[config.mk]
export PLATFORM = sky130hd
export DESIGN_NAME = addr_decoder
export DESIGN_NICKNAME = d
export VERILOG_FILES = /design/src/soc_bus_pkg.sv /design/src/addr_decoder.sv
export SDC_FILE = /design/constraint.sdc
export NUM_CORES = 1
export LEC_CHECK = 0
export CAP_MARGIN = 20
export CORE_AREA = 5 5 119 121
export DETAILED_ROUTE_END_ITERATION = 8
export DIE_AREA = 0 0 124 126
export DONT_BUFFER_PORTS = 1
export GPL_TIMING_DRIVEN = 1
export HOLD_SLACK_MARGIN = 0.06
export PLACE_DENSITY = 0.32
export SYNTH_ARGS = -nofsm -noshare
export SYNTH_HDL_FRONTEND = slang
export SYNTH_SLANG_ARGS = --single-unit
export TNS_END_PERCENT = 5
[constraint.sdc]
create_clock -name sys_clk -period 1.2 [get_ports sys_clk]
set_input_delay 0.18 -clock sys_clk [delete_from_list [all_inputs] [get_ports sys_clk]]
set_output_delay 0.18 -clock sys_clk [all_outputs]
set_load 0.03 [all_outputs]
[src/soc_bus_pkg.sv]
package soc_bus_pkg;

    // Widths with a meaning on the system bus
    typedef logic [31:0] bus_addr_t;
    typedef logic [31:0] bus_data_t;
    typedef logic [3:0]  bus_sel_t;
    // Word address on the external SRAM
    typedef logic [19:0] sram_addr_t;

    // Master to slave, strobe/acknowledge handshake
    typedef struct packed {
        logic      cyc;
        logic      stb;
        logic      we;
        bus_sel_t  sel;
        bus_addr_t adr;
        bus_data_t dat;
    } bus_req_t;

    // Slave to master, single-cycle ack or err
    typedef struct packed {
        logic      ack;
        logic      err;
        bus_data_t dat;
    } bus_rsp_t;

    typedef enum logic [1:0] {GRANT_NONE, GRANT_DATA, GRANT_INST} grant_t;

    typedef enum logic [1:0] {SRAM_IDLE, SRAM_ACCESS, SRAM_DONE} sram_state_t;

    // Default address map, 4 MB of SRAM and a 1 MB timer window
    localparam bus_addr_t SRAM_BASE_DEF  = 32'h8000_0000;
    localparam bus_addr_t SRAM_MASK_DEF  = 32'hFFC0_0000;
    localparam bus_addr_t CLINT_BASE_DEF = 32'h0200_0000;
    localparam bus_addr_t CLINT_MASK_DEF = 32'hFFF0_0000;

    // Timer register offsets inside the window
    localparam logic [15:0] MTIMECMP_LO_OFS = 16'h4000;
    localparam logic [15:0] MTIMECMP_HI_OFS = 16'h4004;
    localparam logic [15:0] MTIME_LO_OFS    = 16'hBFF8;
    localparam logic [15:0] MTIME_HI_OFS    = 16'hBFFC;

endpackage

[src/addr_decoder.sv]
`timescale 1ns/10ps

module addr_decoder
    import soc_bus_pkg::*;
#(
    parameter bus_addr_t SRAM_BASE  = SRAM_BASE_DEF,
    parameter bus_addr_t SRAM_MASK  = SRAM_MASK_DEF,
    parameter bus_addr_t CLINT_BASE = CLINT_BASE_DEF,
    parameter bus_addr_t CLINT_MASK = CLINT_MASK_DEF
) (
    input  logic     sys_clk,
    input  logic     sys_rst,

    // From the arbiter
    input  bus_req_t bus_req_i,
    output bus_rsp_t bus_rsp_o,

    // Slave 0, SRAM controller
    output bus_req_t sram_req_o,
    input  bus_rsp_t sram_rsp_i,

    // Slave 1, core-local timer
    output bus_req_t clint_req_o,
    input  bus_rsp_t clint_rsp_i
);

    logic req_valid;
    logic sram_hit;
    logic clint_hit;
    logic err_q;

    assign req_valid = bus_req_i.cyc && bus_req_i.stb;

    // Masked compare against each base
    assign sram_hit  = (bus_req_i.adr & SRAM_MASK) == SRAM_BASE;
    assign clint_hit = (bus_req_i.adr & CLINT_MASK) == CLINT_BASE;

    // Same request to both slaves, strobe only where the address hits
    always_comb begin
        sram_req_o      = bus_req_i;
        sram_req_o.stb  = bus_req_i.stb && sram_hit;
        clint_req_o     = bus_req_i;
        clint_req_o.stb = bus_req_i.stb && clint_hit;
    end

    // Unmapped access answered one cycle later
    always_ff @(posedge sys_clk or posedge sys_rst) begin
        if (sys_rst) begin
            err_q <= 1'b0;
        end else begin
            // Single pulse even though stb is still held
            err_q <= req_valid && !sram_hit && !clint_hit && !err_q;
        end
    end

    // Merge responses, data from whichever slave acks
    always_comb begin
        bus_rsp_o.ack = sram_rsp_i.ack || clint_rsp_i.ack;
        bus_rsp_o.err = sram_rsp_i.err || clint_rsp_i.err || err_q;
        if (sram_rsp_i.ack) begin
            bus_rsp_o.dat = sram_rsp_i.dat;
        end else if (clint_rsp_i.ack) begin
            bus_rsp_o.dat = clint_rsp_i.dat;
        end else begin
            // Error and idle read as zero
            bus_rsp_o.dat = '0;
        end
    end

endmodule

# Yosys cells after proc, flatten, opt, wreduce, memory -nomap -nowiden
# Index checks and enable logic that the tools add are counted.
# W data, S select, Z words.
# totals
register_bits	1
latchBits	0
mem_bits_rw	0
mem_bits_ro	0
out_inout_bits	176
word_cells	17
n_memories	0
# op_classes
add_sub_neg	0
multipliers	0
div	0
n_lt_le_gt_ge	0
eq_ne	2
shift	0
muxes	2
n_bitwise	0
reduce_logical	12
# op_table
cell	n
$mux W32	2
$eq A12 B6 Y1 const B	1
$eq A10 B10 Y1 const B	1
$logic_and A1 B1 Y1	6
$logic_not A1 Y1	3
$logic_or A1 B1 Y1	3

# Longest topological paths before layout
# depth
ltp_word	5
mapped_depth	4

# Worst setup path before layout
# No wires, ideal clock.
# synth_timing
path_kind	input to output
from	input port sram_rsp_i[33] (netlist name)
to	output port bus_rsp_o[29] (netlist name)
t_arrival_ps	1190
setup_slack_ps	-170
cell_stages	3
path_buffers	2
path_cell_list	buf_2 > buf_2 > o21ai_0
# synth_rtl
element	line_no	text
from (decl)	addr_decoder.sv:20	input bus_rsp_t sram_rsp_i,
to (decl)	addr_decoder.sv:16	output bus_rsp_t bus_rsp_o,

==> reports/qor.yml <==
run_status:
  status: "finished, final reports clean"
floorplanning:
  num_io_pins: 317
  start_util_pct: 11.44
  die_area_um2: 15620
  rows: 42
  core_area_um2: 12980
  fp.dieH_um: 126
  dieWidth_um: 124
critical_path:
  rr_worst_depth: 1
  path_class: "in2out"
  cp_cell_sequence: "or4b_4, nor2_1, buf_4"
  critPathTopFamily: "simple AND/OR/NAND/NOR gates"
  r2r_end: "err_q"
  critPathBufInv: 1
  cp.arrival_ns: 1.00
  cp_num_cells: 3
  cp-start-kind: "primary input"
  r2r_slack_ns: 0.54
  crit_slowest_cell: "or4b_4"
  reg2reg_from: "err_q"
  end_kind: "output pin"
  worst-path-max-fanout: 4
  cp_data_required_time_ns: 1.02
  cpPeakStageDelay_ns: 0.52
min_path:
  holdPathEnd: "err_q"
  hold_start: "bus_req_i[69]"
  min_path_cells: 2
  hp-class: "in2reg"
global_route:
  overflow: 0
  grt_usage_pct: 4.833
  grt_antenna_before_repair: 0
  grt_pass1_vias: 907
  grt_pass1_wl_um: 5802
  grt_max_degree: 37
flow_run:
  cap_violations: 0
yosys:
  ys_seq_elements: 1
  synth_cells: 198
  seq_area_frac_synth_pct: 1.685
  synthesis.area_um2: 1485
  synth_area_leaders: "buf_4, a22o_1, dfrtp_1"
  synth_nets: 339
  synth-simple-area-share_pct: 5.644
  synth.top_cell.area_share_pct: 72.28
  synth.avg_cell_area_um2: 7.501
  synthDistinctLibCells: 17
  synth_compound_area_share_pct: 18.96
  synth_top_family_by_area: "buffers and inverters"
  synth_adder_area_share_pct: 0
  synth-xor-area-share_pct: 0
  yosysWarnings: 0
  muxShareOfSynthArea_pct: 0
  yosys.area.top_type: "buf_4"
place:
  dp_slack_ns: -0.02426
  port_buffers: 0
  place_congestion: 0.6365
  dp_hpwl_um: 3998
sta:
  max_slew_margin_pct: 80.99
  finalHoldViolCount: 0
  rsz0062_at_grt: "true"
  max_freq_mhz: 844.1
  tightest_slew_ns: 0.2857
  period_minus_slack_ns: 1.185
  hold_ws_ns: 0.3117
  period_share_pct: 98.73
  slew_violations: 0
  setup_violations: 0
  fin_worst_skew_ns: 0
  finalWorstSetupSlack_ns: 0.01526
routing:
  route.met2.wl_um: 2086
  vias: 796
  routedWlPerCell_um: 16.85
  ant_nets: 0
  drc: 0
  dr.pass1.iters: 4
  highest_layer: "met4"
  vias_per_cell: 2.992
  wl_met1_um: 1459
  dr_wl_met3_um: 671
  routed_wl_um: 4483
  first_iter_violations: 32
cells_and_area:
  drive_above_1_share_pct: 48.89
  finish.utilization_pct: 8.290
  reg_top3: "err_q: 1 flops"
  syn2layout_area_growth_pct: -27.55
  largest_reg_flops: 1
  fin_nets: 233
  n_antenna_cell: 0
  regMostFlops: "err_q"
  fill_cells: 1525
clocking:
  insertion_delay_ns: 0
  clk_pin_slew_ns: 0
pwr:
  powerDensity_nw_per_um2: 506.7
  ir_worst_vdd_mv: 0.1819
  p_leak_nw: 0.4056
==> cells in the final DEF (no fill, tap or decap) <==
cell / synthesis / layout
a22o_1: 30 / 30
a311oi_1: 1 / 1
buf_12: 0 / 10
buf_4: 143 / 28
dfrtp_1: 1 / 1
dlygate4sd3_1: 0 / 1
inv_1: 1 / 1
nand2_1: 6 / 6
nand3_2: 0 / 1
nor2_1: 2 / 2
nor2b_2: 0 / 1
nor4_4: 0 / 2
o21ai_0: 2 / 2
or2_2: 1 / 1
or2b_1: 1 / 1
or3_1: 1 / 1
or4b_4: 0 / 1
==> timing repair <==
action / 4_1_cts / 5_1_grt
endpoints found under the hold margin: 1 / 0
pin swaps: 1 / 2
endpoints found under the setup margin: 2 / 2
gates resized for setup: 2 / 4
hold buffers: 1 / 0
buffers inserted: 0 / 1
==> final cells by class <==
| type | count | area [µm²] | area share (%) |
|---|---|---|---|
| sequential | 1 | 25.02 | 2.326 |
| inverter | 1 | 3.754 | 0.3488 |
| multi-input combinational | 49 | 406.6 | 37.79 |
| tap | 176 | 220.2 | 20.47 |
| timing repair buffer | 39 | 420.4 | 39.07 |
==> synthesized netlist by cell type, drive strengths merged <==
master and number:
or2 1, nand2 6, clkbuf 2, nor2b 1, a22o 30, or4b 1, nor2 2, nor4 2
o21ai 2, or2b 1, a311oi 1, nand3 1, buf 145, dfrtp 1, inv 1, or3 1
==> per-stage QoR <==
step                      setup TNS, ns  power, mW  instances  area [µm²]
after floorplan                 -0.5026      1.213        198        1485
after global placement                0     0.5410        264        1020
after detailed placement       -0.04395     0.5440        264        1020
after CTS                             0     0.5476        265        1042
after global routing           -0.01963     0.5710        266        1076
final                                 0     0.5452        266        1076
==> logic make-up after synthesis <==
logic type	after synthesis
AO/OA/AOI/OAI	33
AND/OR/NAND/NOR	16
buffers and inverters	148
flip-flops	1
==> how the worst max path moves through the flow <==
stage / start / to / slack [ns]
3_5_place_dp: bus_req_i[58] / sram_req_o[69] / -0.02
6_report: bus_req_i[63] / clint_req_o[69] / 0.02
4_1_cts: bus_req_i[63] / clint_req_o[69] / 0.006
3_3_place_gp: bus_req_i[63] / clint_req_o[69] / 0.02
5_1_grt: bus_req_i[63] / clint_req_o[69] / -0.01
2_1_floorplan: sram_rsp_i[33] / bus_rsp_o[29] / -0.17
==> where the power goes <==
part	leakage [nW]	total, mW	internal [mW]	switching [mW]
clock	0	0	0	0
sequential	0.0131	0.0371	0.0362	0.000965
combinational	0.392	0.508	0.240	0.269
total	0.406	0.545	0.276	0.270
==> routing by layer <==
| layer | global-route usage (%) | vias up |
|---|---|---|
| met4 | 2.771 | 0 |
| li1 | - | 303 |
| met3 | 2.063 | 39 |
| met2 | 7.986 | 128 |
| met5 | 0 | - |
| met1 | 5.088 | 326 |
Note: power is estimated with default switching activity, not from simulation.
