<file path="src/soc_bus_pkg.sv">
package soc_bus_pkg;

    // Widths with a meaning on the system bus
    typedef logic [31:0] bus_addr_t;
    typedef logic [31:0] bus_data_t;
    typedef logic [3:0]  bus_sel_t;
    // Word address on the external SRAM
    typedef logic [19:0] sram_addr_t;

    // Master to slave, strobe/acknowledge handshake
    typedef struct packed {
        logic      cyc;
        logic      stb;
        logic      we;
        bus_sel_t  sel;
        bus_addr_t adr;
        bus_data_t dat;
    } bus_req_t;

    // Slave to master, single-cycle ack or err
    typedef struct packed {
        logic      ack;
        logic      err;
        bus_data_t dat;
    } bus_rsp_t;

    typedef enum logic [1:0] {GRANT_NONE, GRANT_DATA, GRANT_INST} grant_t;

    typedef enum logic [1:0] {SRAM_IDLE, SRAM_ACCESS, SRAM_DONE} sram_state_t;

    // Default address map, 4 MB of SRAM and a 1 MB timer window
    localparam bus_addr_t SRAM_BASE_DEF  = 32'h8000_0000;
    localparam bus_addr_t SRAM_MASK_DEF  = 32'hFFC0_0000;
    localparam bus_addr_t CLINT_BASE_DEF = 32'h0200_0000;
    localparam bus_addr_t CLINT_MASK_DEF = 32'hFFF0_0000;

    // Timer register offsets inside the window
    localparam logic [15:0] MTIMECMP_LO_OFS = 16'h4000;
    localparam logic [15:0] MTIMECMP_HI_OFS = 16'h4004;
    localparam logic [15:0] MTIME_LO_OFS    = 16'hBFF8;
    localparam logic [15:0] MTIME_HI_OFS    = 16'hBFFC;

endpackage

</file>
<file path="src/clint_timer.sv">
`timescale 1ns/10ps

module clint_timer
    import soc_bus_pkg::*;
(
    input  logic     sys_clk,
    input  logic     sys_rst,

    // Bus slave side
    input  bus_req_t bus_req_i,
    output bus_rsp_t bus_rsp_o,

    // Machine timer interrupt
    output logic     timer_irq_o
);

    logic [63:0] mtime_q;
    logic [63:0] mtimecmp_q;
    logic        ack_q;
    bus_data_t   rdata_q;

    logic        access;
    logic        wr_access;
    logic [15:0] ofs;

    // Replace only the selected bytes of a half
    function automatic bus_data_t merge_bytes(bus_data_t old_val, bus_data_t new_val,
                                              bus_sel_t sel);
        bus_data_t result;
        result = old_val;
        for (int i = 0; i < 4; i++) begin
            if (sel[i]) begin
                result[i*8 +: 8] = new_val[i*8 +: 8];
            end
        end
        return result;
    endfunction

    // One access per strobe since the held stb is ignored during ack
    assign access    = bus_req_i.cyc && bus_req_i.stb && !ack_q;
    assign wr_access = access && bus_req_i.we;
    assign ofs       = bus_req_i.adr[15:0];

    always_ff @(posedge sys_clk or posedge sys_rst) begin
        if (sys_rst) begin
            mtime_q     <= '0;
            // All ones keeps the interrupt quiet after reset
            mtimecmp_q  <= '1;
            ack_q       <= 1'b0;
            timer_irq_o <= 1'b0;
        end else begin
            ack_q       <= access;
            timer_irq_o <= (mtime_q >= mtimecmp_q);
            // Free running count where a write to a half wins
            mtime_q     <= mtime_q + 64'd1;
            if (wr_access) begin
                case (ofs)
                    MTIME_LO_OFS: begin
                        mtime_q[31:0] <= merge_bytes(mtime_q[31:0], bus_req_i.dat,
                                                     bus_req_i.sel);
                    end
                    MTIME_HI_OFS: begin
                        mtime_q[63:32] <= merge_bytes(mtime_q[63:32], bus_req_i.dat,
                                                      bus_req_i.sel);
                    end
                    MTIMECMP_LO_OFS: begin
                        mtimecmp_q[31:0] <= merge_bytes(mtimecmp_q[31:0], bus_req_i.dat,
                                                        bus_req_i.sel);
                    end
                    MTIMECMP_HI_OFS: begin
                        mtimecmp_q[63:32] <= merge_bytes(mtimecmp_q[63:32], bus_req_i.dat,
                                                         bus_req_i.sel);
                    end
                    default: begin
                        // Writes elsewhere are dropped
                    end
                endcase
            end
        end
    end

    // Read mux where unknown offsets read zero
    always_ff @(posedge sys_clk) begin
        if (access) begin
            case (ofs)
                MTIME_LO_OFS:    rdata_q <= mtime_q[31:0];
                MTIME_HI_OFS:    rdata_q <= mtime_q[63:32];
                MTIMECMP_LO_OFS: rdata_q <= mtimecmp_q[31:0];
                MTIMECMP_HI_OFS: rdata_q <= mtimecmp_q[63:32];
                default:         rdata_q <= '0;
            endcase
        end
    end

    assign bus_rsp_o.ack = ack_q;
    assign bus_rsp_o.err = 1'b0;
    assign bus_rsp_o.dat = rdata_q;

endmodule

</file>
<file path="config.mk">
export PLATFORM = sky130hd
export DESIGN_NAME = clint_timer
export DESIGN_NICKNAME = d
export VERILOG_FILES = /design/src/soc_bus_pkg.sv /design/src/clint_timer.sv
export SDC_FILE = /design/constraint.sdc
export NUM_CORES = 1
export LEC_CHECK = 0
export ABC_AREA = 1
export BUFFER_PORTS_ARGS = -buffer_cell sky130_fd_sc_hd__clkbuf_2
export CORE_ASPECT_RATIO = 0.6
export CORE_UTILIZATION = 55
export CTS_CLUSTER_SIZE = 25
export DETAILED_ROUTE_END_ITERATION = 7
export PLACE_DENSITY = 0.73
export SETUP_SLACK_MARGIN = 0.5
export SLEW_MARGIN = 5
export SYNTH_ARGS = -nofsm -noshare
export SYNTH_HDL_FRONTEND = slang
export SYNTH_SLANG_ARGS = --single-unit
</file>
<file path="constraint.sdc">
create_clock -name sys_clk -period 5.5 [get_ports sys_clk]
set_input_delay 0.275 -clock sys_clk [delete_from_list [all_inputs] [get_ports sys_clk]]
set_output_delay 0.275 -clock sys_clk [all_outputs]
set_load 0.1 [all_outputs]
</file>
After elaboration in Yosys (flattened, before gate mapping)
Cells that the tools add are included.

Output and inout bits: 35. Bits in registers: 162. Word-level logic and storage cells: 53. Bits of input ports: 73.

Add/subtract/negate cells: 1. Multiplexer cells: 8. Equality and inequality tests: 12. $lt $le $gt $ge: 1. Reduce and logical (&&, ||, !) cells: 12.

Operators by type and width (count): 32-bit case mux with 4 select lines (1); 64-bit by 1-bit adder with 64-bit output (second input constant) (1); 64-bit >= comparator (1); 32-bit two-way mux (2); 64-bit two-way mux (1); 16-bit by 15-bit equality test with 1-bit output (second input constant) (2); 16-bit equality test (second input constant) (2); 8-bit two-way mux (4); 3-bit inequality test (second input constant) (8); 3-bit AND reduction (8); 1-bit logical AND (3); 1-bit zero test (1).

Logic depth before layout (Yosys ltp)
Depth after elaboration: 4. Mapped depth: 15.

Worst setup path before layout
No wires, ideal clock.

Path kind: register -> register. Start point: reg ack_q. End point: reg mtime_q[18]. Setup time: 130 ps. Period minus slack after synthesis: 3164 ps. Buffers on the path: 2. Cell stages (with the launch flop): 9. Data arrival time: 3033 ps. Data required time: 5370 ps. Path slack: 2336 ps. Cells stage by stage: dfrtp_1 nor2_1 nand2_1 inv_1 buf_2 nand2_2 buf_2 nand2_1 o211ai_1.

Word-level cells in the longest chain between the ends: 4.

Ends and longest elaborated chain: start: declaration (line clint_timer.sv:19) `logic ack_q;`; start signal: assignment (line clint_timer.sv:52) `ack_q <= access;`; 1-bit zero test * (line clint_timer.sv:40) `assign access = bus_req_i.cyc && bus_req_i.stb && !ack_q;`; 1-bit logical AND * (line clint_timer.sv:40); net access (line clint_timer.sv:22) `logic access;`; 1-bit logical AND * (line clint_timer.sv:41) `assign wr_access = access && bus_req_i.we;`; 3-bit inequality test (no source line) or 64-bit two-way mux (tied branches); end signal: assignment (line clint_timer.sv:55) `mtime_q <= mtime_q + 64'd1;`; end signal: assignment (line clint_timer.sv:59) `mtime_q[31:0] <= merge_bytes(mtime_q[31:0], bus_req_i.dat,`; end: declaration (line clint_timer.sv:17) `logic [63:0] mtime_q;`.

Mark *: on every way through the listed nets, which the timed path passes. The rest lies on a longest branch. A chain may end at the register's enable or synchronous reset.

Worst setup path in the final report
Start point: reg ack_q. End point: reg mtime_q[1].

The elaborated chain is that of the path after synthesis.

==> impl_metrics.env <==
export IMPL_status="finished clean"
export IMPL_fp_coreArea_um2=21100
export IMPL_synth_top_cell_area_share_pct=16.4
export IMPL_rows=41
export IMPL_final_nets=1892
export IMPL_dr_pass1_iters=6
export IMPL_antenna_found_initial=0
export IMPL_diodes=0
export IMPL_crit_chain="nor2_4 -> buf_4 -> nand2_1 -> clkinv_1 -> buf_4 -> nand2_1 -> nand2_1 -> nand3_1"
export IMPL_syn_to_final_growth_pct=9.55
export IMPL_synthTopCellsByArea="nand2_1, dfstp_2, dfrtp_1"
export IMPL_power_frac_seq_pct=48.2
export IMPL_die_w_um=192
export IMPL_port_buffer_count=90
export IMPL_yosysUniqueCellTypes=39
export IMPL_yosys_warnings=0
export IMPL_grt_max_degree=70
export IMPL_combPwrFrac_pct=7.2
export IMPL_max_stage_delay_ns=0.55
export IMPL_vdd_ir_drop_max_mv=0.319
export IMPL_synth_most_common_cell="nand2_1"
export IMPL_drive_gt1_share_pct=14.8
export IMPL_drtIter0Drc=1478
export IMPL_antenna_left=0
export IMPL_htreeDepth=4
export IMPL_leakagePower_nw=5.82
export IMPL_io_pins=108
export IMPL_die_area_um2=22200
export IMPL_criticalPathCategory="reg -> reg"
export IMPL_period_share_pct=61.5
export IMPL_clock_sinks=162
export IMPL_holdWs_ns=0.0520
export IMPL_gp_congestion=0.971
export IMPL_highest_layer="met4"
export IMPL_avgRoutedWirePerCell_um=19.7
export IMPL_seq_area_frac_synth_pct=36.1
export IMPL_slew_headroom_pct=16.9
export IMPL_cts_hold_buf=1
export IMPL_cts_tree="built"
export IMPL_postSynthCellCount=1695
export IMPL_wl_met3_mm=5.56
export IMPL_grt_pass1_wl_mm=62.3
export IMPL_synth_edf_count=32
export IMPL_switching_share_pct=26.0
export IMPL_cts_setup_buffers=0
export IMPL_ctsRootBufferMaster="clkbuf_16"
export IMPL_drc=0
export IMPL_arrival_ns=3.71
export IMPL_syn_area_per_cell_um2=7.01
export IMPL_overflow=0
export IMPL_post_cts_resized=0
export IMPL_hpwlAfterDp_mm=30.1
export IMPL_die_h_um=116
export IMPL_routed_wl_mm=40.4
export IMPL_worst_setup_path_end_kind="flop"
export IMPL_tightest_slew_ns=1.24
export IMPL_clk_latency_ns=0.45
export IMPL_required_ns=5.83
export IMPL_startpoint_type="flop"
export IMPL_power_switching_mw=0.674
export IMPL_cts_buffers=17
export IMPL_cp_common_cell="nand2_1"
export IMPL_async_flop_share_pct=80.2
export IMPL_fin_tns_setup_ns=0
export IMPL_cp_slowest_cell="clkinv_1"
export IMPL_clock_path_buffers=2
export IMPL_synth_area_um2=11900
export IMPL_synth_top_area_cell="nand2_1"
export IMPL_syn_num_nets=1833
export IMPL_num_vias=12000
export IMPL_wirelength_met1_mm=18.4
export IMPL_ys_flop_type="dfrtp_1"
export IMPL_finalClockSkew_ns=0.0108
export IMPL_p_clk_share_pct=44.6
export IMPL_setup_viol=0
export IMPL_hold_viol=0
export IMPL_met2WireLength_mm=15.8
export IMPL_ys_top_cells_by_count="nand2_1, nand3_1, inv_1, nor2_1, nand4_1"
export IMPL_drv_slew=0
export IMPL_gr_usage_all_layers_pct=37.8
export IMPL_start_util_pct=56.4
export IMPL_critPathMaxFanout=34
export IMPL_min_path_type="in -> reg"
export IMPL_grt_pass1_vias=10900
export IMPL_post_route_min_period_ns=3.38
export IMPL_cap_violations=0
export IMPL_vias_per_cell=5.85
export IMPL_synth_ff_latch_count=162
export IMPL_p_per_area_nw_per_um2=199
export IMPL_clkTransAtPathRegs_ns=0.07
export IMPL_intPower_mw=1.91
export IMPL_rsz0062_at_grt="no"
export IMPL_fmax_mhz=295
[path summary, 6_finish.rpt]
check / start / endpoint / slack, ns / depth (start not counted)
min in group asynchronous: sys_rst / timer_irq_o / 0.32 / 3
max in group asynchronous: sys_rst / mtime_q[63] / 4.06 / 4
worst max register to register: ack_q / mtime_q[1] / 2.12 / 8
worst max-delay path: ack_q / mtime_q[1] / 2.12 / 8
worst min-delay path: bus_req_i[0] / mtimecmp_q[32] / 0.05 / 3
worst min register to register: mtimecmp_q[25] / mtimecmp_q[25] / 0.48 / 2
[area by class of cell]
cell class	count	area (um2)
fillers	2000	8060
multi-input cells	1268	6530
flip-flops and latches	162	4290
inverters	204	768
repair buffers	101	536
clock buffers	21	460
well taps	279	349
clock inverters	11	87.6
[routing by layer]
layer	up-vias	GRT usage (%)
met5	-	0
met2	666	51.2
met4	0	9.10
li1	5679	-
met1	5576	57.7
met3	42	11.1
[critical path: cells and delay by family, from the launching register on]
| kind | cells | cell delay (ns) |
|---|---|---|
| buffers and inverters | 3 | 1.48 |
| flip-flops | 1 | 0.40 |
| AND/OR/NAND/NOR | 5 | 1.36 |
[per-stage QoR]
step / power, mW / cells / cell area [um2] / util, % / worst slack (ns)
floorplan: 1.39 / 1695 / 11900 / - / 1.86
global placement: 1.45 / 2013 / 12500 / 59.1 / 2.27
detailed placement: 1.45 / 2013 / 12500 / 59.1 / 2.18
CTS: 2.59 / 2046 / 13000 / 61.8 / 2.19
global route: 2.66 / 2046 / 13000 / 61.8 / 1.91
finish: 2.59 / 2046 / 13000 / 61.8 / 2.12
[state kept, by name, indices dropped and copies added (netlist names)]
signal	count
ack_q	1
mtime_q	64
mtimecmp_q	64
rdata_q	32
timer_irq_o	1
[kinds of logic (layout without fill, tap and decap cells)]
group	Yosys count	count (layout)	share of synthesized area, %
other	1	1	0.0315
DFF	162	162	36.1
AOI/OAI and AO/OA	143	143	7.69
adders and majority gates	65	65	6.84
buffers and inverters	265	337	9.22
xor gates and xnor gates	26	26	1.92
and+or+nand+nor	1033	1033	38.2
[layout by cell type (no fill, tap or decap), types with 17 or more instances in the layout]
master       n
o211ai_1    20
inv_1      199
clkbuf_16   17
a21oi_1     28
nand2_1    519
dfstp_2     64
xnor2_1     19
o21ai_2     32
clkbuf_2    90
edfxtp_1    32
nand3_1    233
o21ai_0     41
dfrtp_1     66
nand4_1     69
ha_1        65
nor2_1     163
[power groups by stage]
stage	logic [mW]	clock network (mW)	registers (mW)
5_1_grt	0.203	1.21	1.25
3_3_place_gp	0.181	0	1.27
4_1_cts	0.185	1.16	1.25
6_report	0.187	1.15	1.25
3_5_place_dp	0.184	0	1.27
2_1_floorplan	0.0832	0	1.30
Power figures use the tool's default switching activity.
