## src/soc_bus_pkg.sv

```systemverilog
package soc_bus_pkg;

    // Widths with a meaning on the system bus
    typedef logic [31:0] bus_addr_t;
    typedef logic [31:0] bus_data_t;
    typedef logic [3:0]  bus_sel_t;
    // Word address on the external SRAM
    typedef logic [19:0] sram_addr_t;

    // Master to slave, strobe/acknowledge handshake
    typedef struct packed {
        logic      cyc;
        logic      stb;
        logic      we;
        bus_sel_t  sel;
        bus_addr_t adr;
        bus_data_t dat;
    } bus_req_t;

    // Slave to master, single-cycle ack or err
    typedef struct packed {
        logic      ack;
        logic      err;
        bus_data_t dat;
    } bus_rsp_t;

    typedef enum logic [1:0] {GRANT_NONE, GRANT_DATA, GRANT_INST} grant_t;

    typedef enum logic [1:0] {SRAM_IDLE, SRAM_ACCESS, SRAM_DONE} sram_state_t;

    // Default address map, 4 MB of SRAM and a 1 MB timer window
    localparam bus_addr_t SRAM_BASE_DEF  = 32'h8000_0000;
    localparam bus_addr_t SRAM_MASK_DEF  = 32'hFFC0_0000;
    localparam bus_addr_t CLINT_BASE_DEF = 32'h0200_0000;
    localparam bus_addr_t CLINT_MASK_DEF = 32'hFFF0_0000;

    // Timer register offsets inside the window
    localparam logic [15:0] MTIMECMP_LO_OFS = 16'h4000;
    localparam logic [15:0] MTIMECMP_HI_OFS = 16'h4004;
    localparam logic [15:0] MTIME_LO_OFS    = 16'hBFF8;
    localparam logic [15:0] MTIME_HI_OFS    = 16'hBFFC;

endpackage

```

## src/bus_arbiter.sv

```systemverilog
`timescale 1ns/10ps

module bus_arbiter
    import soc_bus_pkg::*;
(
    input  logic     sys_clk,
    input  logic     sys_rst,

    // Data master with higher priority
    input  bus_req_t data_req_i,
    output bus_rsp_t data_rsp_o,

    // Instruction fetch master
    input  bus_req_t inst_req_i,
    output bus_rsp_t inst_rsp_o,

    // Shared bus towards the decoder
    output bus_req_t bus_req_o,
    input  bus_rsp_t bus_rsp_i
);

    grant_t grant_q;

    logic data_pending;
    logic inst_pending;
    logic xfer_done;

    // A master is pending while it holds cyc and stb
    assign data_pending = data_req_i.cyc && data_req_i.stb;
    assign inst_pending = inst_req_i.cyc && inst_req_i.stb;

    // Either response pulse ends the transfer
    assign xfer_done = bus_rsp_i.ack || bus_rsp_i.err;

    // Grant register
    always_ff @(posedge sys_clk or posedge sys_rst) begin
        if (sys_rst) begin
            grant_q <= GRANT_NONE;
        end else begin
            case (grant_q)
                GRANT_NONE: begin
                    // Fixed priority with data first
                    if (data_pending) begin
                        grant_q <= GRANT_DATA;
                    end else if (inst_pending) begin
                        grant_q <= GRANT_INST;
                    end
                end
                GRANT_DATA, GRANT_INST: begin
                    // Held until the slave answers and never preempted
                    if (xfer_done) begin
                        grant_q <= GRANT_NONE;
                    end
                end
                default: begin
                    grant_q <= GRANT_NONE;
                end
            endcase
        end
    end

    // Forward the winner and steer the response back to it only
    always_comb begin
        bus_req_o  = '0;
        data_rsp_o = '0;
        inst_rsp_o = '0;
        case (grant_q)
            GRANT_DATA: begin
                bus_req_o  = data_req_i;
                data_rsp_o = bus_rsp_i;
            end
            GRANT_INST: begin
                bus_req_o  = inst_req_i;
                inst_rsp_o = bus_rsp_i;
            end
            default: begin
                // Idle bus drives nothing
            end
        endcase
    end

endmodule

```

## config.mk

```make
export PLATFORM = sky130hd
export DESIGN_NAME = bus_arbiter
export DESIGN_NICKNAME = d
export VERILOG_FILES = /design/src/soc_bus_pkg.sv /design/src/bus_arbiter.sv
export SDC_FILE = /design/constraint.sdc
export NUM_CORES = 1
export LEC_CHECK = 0
export ABC_CLOCK_PERIOD_IN_PS = 2000
export BUFFER_PORTS_ARGS = -buffer_cell sky130_fd_sc_hd__clkbuf_2
export CAP_MARGIN = 10
export CORE_AREA = 2 2 123 125
export DETAILED_ROUTE_END_ITERATION = 10
export DIE_AREA = 0 0 125 127
export HOLD_SLACK_MARGIN = 0.15
export SYNTH_ARGS = -nofsm -noshare
export SYNTH_HDL_FRONTEND = slang
export SYNTH_SLANG_ARGS = --single-unit
```

## constraint.sdc

```tcl
create_clock -name sys_clk -period 2 [get_ports sys_clk]
set_input_delay 0.3 -clock sys_clk [delete_from_list [all_inputs] [get_ports sys_clk]]
set_output_delay 0.3 -clock sys_clk [all_outputs]
set_load 0.05 [all_outputs]
```

## Word-level counts from Yosys, hierarchy flattened

Cells that the tools add are included.

- Equality and inequality tests: 4
- Multiplexer cells: 7
- Reductions and logical operators: 6

Operators by type and width:

| operator | count |
|---|---|
| one-hot mux 71 bit (2 select lines) | 1 |
| 2-to-1 mux 34 bit | 2 |
| 2-to-1 mux 2 bit | 3 |
| one-hot mux 2 bit (2 select lines) | 1 |
| != test 3 bit (second input constant) | 1 |
| equality test 2 x 1 -> 1 bit (second input constant) | 1 |
| equality test 2 bit (second input constant) | 1 |
| logical AND 1 bit | 2 |
| logical NOT 2 bit | 1 |
| != test 2 bit (second input constant) | 1 |
| AND reduction 2 bit | 1 |
| OR reduction 2 bit | 1 |
| logical OR 1 bit | 1 |

- Register bits: 2
- Bits of input ports: 178
- Output and inout port bits: 139
- Logic and storage cells: 18

## Logic depth before layout (Yosys ltp)

Gate-level depths: netlist of run 1.

- Depth after elaboration: 4
- Mapped depth: 7

## Worst setup path before layout of run 1

No wires, ideal clock.

- Path kind: reg2out
- From: register grant_q[0]
- To: output port bus_req_o[55] in the netlist's numbering
- Data arrival time: 1.734 ns
- Data required time: 1.700 ns
- Setup slack: -0.034 ns
- Cell stages (with the launch flop): 8
- Cell sequence: dfrtp_1 > inv_1 > ha_1 > buf_4 > buf_6 > buf_4 > a22oi_2 > nor2b_1

RTL lines:

| item | line | source |
|---|---|---|
| start, declared | bus_arbiter.sv:22 | `grant_t grant_q;` |
| start signal, assigned | bus_arbiter.sv:38 | `grant_q <= GRANT_NONE;` |
| start signal, assigned | bus_arbiter.sv:44 | `grant_q <= GRANT_DATA;` |
| start signal, assigned | bus_arbiter.sv:46 | `grant_q <= GRANT_INST;` |
| end, declared | bus_arbiter.sv:18 | `output bus_req_t bus_req_o,` |

==> results of run 1 <==
[cells in the mapped netlist]
| cell | instances | area, um^2 |
|---|---|---|
| o22ai_1 | 1 | 6.26 |
| nand3_1 | 1 | 5.00 |
| clkbuf_2 | 3 | 15.0 |
| inv_1 | 3 | 11.3 |
| a21oi_1 | 2 | 10.0 |
| nor2b_1 | 72 | 450 |
| o21ai_1 | 1 | 5.00 |
| ha_1 | 3 | 37.5 |
| a22oi_2 | 20 | 250 |
| buf_6 | 3 | 33.8 |
| dfrtp_1 | 2 | 50.1 |
| nand2_1 | 2 | 7.51 |
| buf_8 | 3 | 45.0 |
| buf_4 | 3 | 22.5 |
| a22oi_1 | 51 | 383 |
| and2_1 | 68 | 425 |
| nor3b_4 | 1 | 18.8 |
| clkbuf_1 | 7 | 26.3 |
| buf_2 | 13 | 65.1 |
[logic make-up after synthesis]
| logic type | share of synthesized area |
|---|---|
| AOI/OAI and AO/OA | 0.350 |
| adders and majority gates | 0.0201 |
| buffers and inverters | 0.117 |
| DFF | 0.0268 |
| and+or+nand+nor | 0.486 |
[routing by layer]
| layer | routed length [um] | GRT usage | vias up |
|---|---|---|---|
| met5 | 0 | 0 | - |
| met4 | 18 | 0.0124 | 0 |
| met3 | 645 | 0.0235 | 2 |
| met2 | 5530 | 0.211 | 130 |
| met1 | 4060 | 0.135 | 1400 |
| li1 | - | - | 1499 |
[through the flow]
step	setup slack, ns	cells	hold WS [ns]
global route	-0.0281	743	0.394
finish	0.0205	743	0.385
floorplan	0.214	259	0.0412
CTS	0.00641	741	0.383
global placement	0.163	734	0.144
detailed placement	0.126	734	0.151
[worst register-to-register path, delay by kind of cell (launching register included)]
kind                     cells  cell delay (ns)
flip-flops                   1             0.36
adder cells (fa/ha/maj)      1             0.31
AO/OA/AOI/OAI                1             0.09
AND/OR/NAND/NOR              2             0.38
buffers and inverters        2             0.39
[report_power, final]
| group | total (mW) | switching, mW | internal, mW |
|---|---|---|---|
| clock network | 0.295 | 0.0413 | 0.254 |
| registers | 0.0704 | 0.0120 | 0.0584 |
| logic | 7.39 | 4.51 | 2.88 |
[repair_timing]
action	CTS	global route
setup buffers	1	1
hold buffers	1	0
gates cloned	2	1
gates resized for setup	77	69
endpoints found under the hold margin	2	0
endpoints found under the setup margin	70	77
[worst max path at each step]
| stage | endpoint | slack (ns) | cells after the start |
|---|---|---|---|
| after floorplan | bus_req_o[55] | 0.21 | 7 |
| after detailed placement | bus_req_o[59] | 0.13 | 5 |
| final | bus_req_o[61] | 0.02 | 6 |
| after global placement | bus_req_o[69] | 0.16 | 5 |
| after global routing | bus_req_o[61] | -0.03 | 6 |
| after CTS | bus_req_o[52] | 0.006 | 6 |
[final cells by class]
| type | instances | area (um^2) |
|---|---|---|
| multi-input combinational | 222 | 1880 |
| clock buffer | 3 | 75.1 |
| fill | 1546 | 9870 |
| sequential | 2 | 50.0 |
| inverter | 3 | 11.3 |
| timing repair buffer | 329 | 2300 |
| tap | 184 | 230 |
==> out/metrics.yaml, run 1 <==
setup_path:
  critPathTopFamily: "buffers and inverters"
  path_max_fanout: 29
  crit_start: "grant_q[0]"
  slowest_delay_ns: 0.38
  r2r-end: "grant_q[1]"
  rr_worst_depth: 6
  r2r_slack_ns: 0.37
  critPathCaptureType: "output port"
  path_buf_inv: 3
  worst_setup_path_start_kind: "flip-flop"
  worst-setup-path-type: "flip-flop to output port"
  path_cells: "buf_4 > ha_4 > bufbuf_16 > a22oi_2 > nor2b_2 > clkbuf_4"
  critPathRequiredTime_ns: 1.70
  slowest_stage: "dfrtp_1"
  r2r_start: "grant_q[0]"
  cp.arrival_ns: 1.68
power_and_ir_drop:
  finalPower_mw: 7.75
  worst_ir_drop_vdd_mv: 0.737
  pwr_density_cell_nw_per_um2: 1700
  p_leak_nw: 2.18
sta:
  fin_skew_ns: 0.000750
  rsz0062_at_grt: "yes"
  setup_violations: 0
  report.final.slew_viol_count: 0
  hold_viol: 0
  period_needed_ns: 1.98
  slew_headroom: 0.808
  worstMarginPinSlew_ns: 0.289
  max_freq_ghz: 0.505
  tns_ns: 0
  fin_crit_sh: 0.990
global_routing:
  antenna_found_initial: 0
  grt_pass1_vias: 2782
  grt_pass1_wl_mm: 14.6
  grt_use_total: 0.112
  grt_max_degree: 48
  grt-ovfl-total: 0
final_layout:
  reg_top3: "grant_q x2"
  final_core_util: 0.315
  final_cell_area_um2: 4550
  largest_reg_flops: 2
  antenna_cells: 0
  final_common_cell: "clkbuf_2"
  top_register: "grant_q"
  mostFrequentLayoutCells: "218 x clkbuf_2, 68 x and2_1, 66 x nor2b_2, 52 x clkbuf_4, 43 x a22oi_1"
  fin_nets: 742
  areaGrowthSynthToFinish_pct: 144
  layout-drive-gt1-share: 0.780
synth:
  netlist_instances: 259
  synth_cell_type_count: 19
  avgSynthCellArea_um2: 7.21
  yosysSeqAreaShare: 0.0268
  ys_ff_latch: 2
  ys_warn_count: 0
  synthesis.nets: 440
  syn_area_um2: 1870
die:
  die_height_um: 127
  dieArea_um2: 15900
  core_area_um2: 14400
  initial_utilization: 0.130
  num_rows: 44
  die_w_um: 125
  io_pins: 317
drt:
  ant_nets: 0
  route.detailed.drc: 0
  drt-initial-drc-count: 104
  routed_wl_mm: 10.3
  vias: 3031
  drt_pass1_iterations: 4
  via_per_inst: 4.08
  wl_per_cell_um: 13.8
run_status:
  outcome: "completed"
cts:
  cts_tree: "yes"
  worstSkewPairLatency_ns: 0.22
  clock-sinks: 2
  numCtsBuffers: 3
  clkSlewWorstSetupHoldPaths_ns: 0.03
  root_buffer: "clkbuf_16"
  htree_num_levels: 1
  clock_path_buffers: 2
placement:
  gp_congestion: 0.733
  dpl_cell_area_um2: 4020
  hpwl_mm: 7.69
  port_buffers: 316
min_path:
  holdCritStartpoint: "data_req_i[69]"
  min_path_cells: 3
  worstHoldPathType: "primary input to flip-flop"
  hold-path-endpoint: "grant_q[0]"
job:
  drv_cap: 0
Power figures use the tool's default switching activity.
==> run 2, diff against run 1 <==
CAP_MARGIN = 20   (was 10)
PLACE_DENSITY = 0.42   (was not set)
SETUP_SLACK_MARGIN = 0.5   (was not set)
==> run 2 against run 1 <==
Effect of this change:
- the flow now finishes with violations (negative setup slack)
- power increased by 62%
- maximum frequency decreased by 2.6%
- wire length up 39%
- utilization up 19 points
- critical path depth grew 2
- via count is 12% higher
- critical endpoint is now bus_req_o[42]
==> out/metrics.yaml, run 2 (synthesis results as in run 1) <==
sta:
  slew_headroom: 0.786
  setup_violations: 9
  fin_crit_sh: 1.02
  report.final.slew_viol_count: 0
  period_needed_ns: 2.03
  fin_skew_ns: 0.0000131
  rsz0062_at_grt: "yes"
  tns_ns: -0.121
  hold_ws_ns: 0.419
  fin_ws_ns: -0.0318
  worstMarginPinSlew_ns: 0.320
  hold_viol: 0
  max_freq_ghz: 0.492
min_path:
  holdCritStartpoint: "data_req_i[69]"
  worstHoldPathType: "primary input to flip-flop"
placement:
  port_buffers: 316
  pre_cts_slack_ns: 0.114
  gp_congestion: 0.799
  dpl_cell_area_um2: 4690
  hpwl_mm: 8.47
  dp.cells: 735
run_status:
  violations: "negative setup slack"
  outcome: "complete, but fails checks"
power_and_ir_drop:
  clock_power_share: 0.024
  p_leak_nw: 3.19
  pwr-share-comb: 0.971
  power.switching_mw: 5.89
  p_sw_frac: 0.470
  worst_ir_drop_vdd_mv: 0.710
  p_int_mw: 6.64
  finalPower_mw: 12.5
  seqPwrFrac: 0.006
  pwr_density_cell_nw_per_um2: 1710
job:
  drv_cap: 0
drt:
  via_per_inst: 4.34
  routed_wl_mm: 14.3
  wl_per_cell_um: 18.3
  ant_nets: 0
  drt-initial-drc-count: 92
  vias: 3389
  route.detailed.drc: 0
  drt_pass1_iterations: 3
cts:
  htree_num_levels: 1
  cts_tree: "yes"
  clock-sinks: 2
  worstSkewPairLatency_ns: 0.22
  clock_path_buffers: 2
  root_buffer: "clkbuf_16"
  clkSlewWorstSetupHoldPaths_ns: 0.03
  numCtsBuffers: 3
setup_path:
  crit_start: "grant_q[1]"
  critPathRequiredTime_ns: 1.70
  critPathCaptureType: "output port"
  worst-setup-path-type: "flip-flop to output port"
  cp.arrival_ns: 1.73
  path_max_fanout: 8
  worst_setup_path_start_kind: "flip-flop"
  r2r_start: "grant_q[0]"
final_layout:
  final_cell_area_um2: 7320
  mostFrequentLayoutCells: "177 x clkbuf_2, 73 x buf_8, 71 x nor2b_4, 69 x a22oi_2, 68 x and2_4"
  antenna_cells: 0
  top_register: "grant_q"
  layout-drive-gt1-share: 0.980
  final_common_cell: "clkbuf_2"
  largest_reg_flops: 2
  fin_nets: 780
  layout.cells.non_filler: 781
  final_core_util: 0.508
  reg_top3: "grant_q x2"
  num-fill-cells: 1222
  areaGrowthSynthToFinish_pct: 292
die:
  die_w_um: 125
  num_rows: 44
  io_pins: 317
  initial_utilization: 0.130
  dieArea_um2: 15900
  core_area_um2: 14400
  die_height_um: 127
global_routing:
  grt_pass1_vias: 3701
  grt_pass1_wl_mm: 20.5
  antenna_found_initial: 0
  grt-ovfl-total: 0
  grt_use_total: 0.162
  grt_max_degree: 26
==> run 2: changes by cell type in the layout (fill, tap and decap cells not counted), sizes merged <==
cell    delta
clkbuf    -54
buf       +94
bufbuf     -2
==> run 2: power by group through the flow <==
| stage | combinational (mW) | clock (mW) | sequential (mW) |
|---|---|---|---|
| after floorplan | 6.39 | 0 | 0.0693 |
| after global placement | 8.02 | 0 | 0.0780 |
| after detailed placement | 8.07 | 0 | 0.0793 |
| after CTS | 11.3 | 0.301 | 0.0760 |
| after global routing | 12.6 | 0.307 | 0.0774 |
| final | 12.2 | 0.296 | 0.0739 |
==> run 2: final timing paths <==
check | cells past startpoint | slack (ns) | endpoint
max in group asynchronous | 3 | 1.38 | grant_q[0]
min in group asynchronous | 3 | 0.50 | grant_q[1]
hold / removal | 3 | 0.42 | grant_q[0]
setup reg to reg | 7 | 0.38 | grant_q[1]
hold reg to reg | 3 | 0.73 | grant_q[0]
setup / recovery | 8 | -0.03 | bus_req_o[42]
==> run 2: final cells by class <==
class / count / area [um^2] / area share
tap: 184 / 230 / 0.0314
timing repair buffer: 367 / 4360 / 0.596
multi-input combinational: 222 / 2590 / 0.354
sequential: 2 / 50.0 / 0.00684
clock buffer: 3 / 75.1 / 0.0103
inverter: 3 / 11.3 / 0.00154
==> run 2: critical path, cell delays in order, from the launching register on <==
cell	delay, ns
dfrtp_1	0.39
buf_6	0.13
ha_4	0.18
buf_12	0.16
buf_12	0.13
buf_16	0.13
a22oi_2	0.18
nor2b_4	0.06
buf_8	0.15
==> run 2: per-layer routing <==
| metal | part of all wire | vias to the layer above | global-route usage |
|---|---|---|---|
| li1 | - | 1585 | - |
| met1 | 0.36 | 1605 | 0.179 |
| met2 | 0.56 | 185 | 0.322 |
| met3 | 0.069 | 14 | 0.0306 |
| met4 | 0.015 | 0 | 0.0320 |
| met5 | 0 | - | 0 |
==> run 2: what timing repair did <==
item	in CTS	in global routing
buffers inserted	13	8
resized for setup	317	102
pin swaps	9	21
hold buffers	1	0
endpoints found under the hold margin	2	0
gates cloned	15	6
setup endpoints to repair	141	141
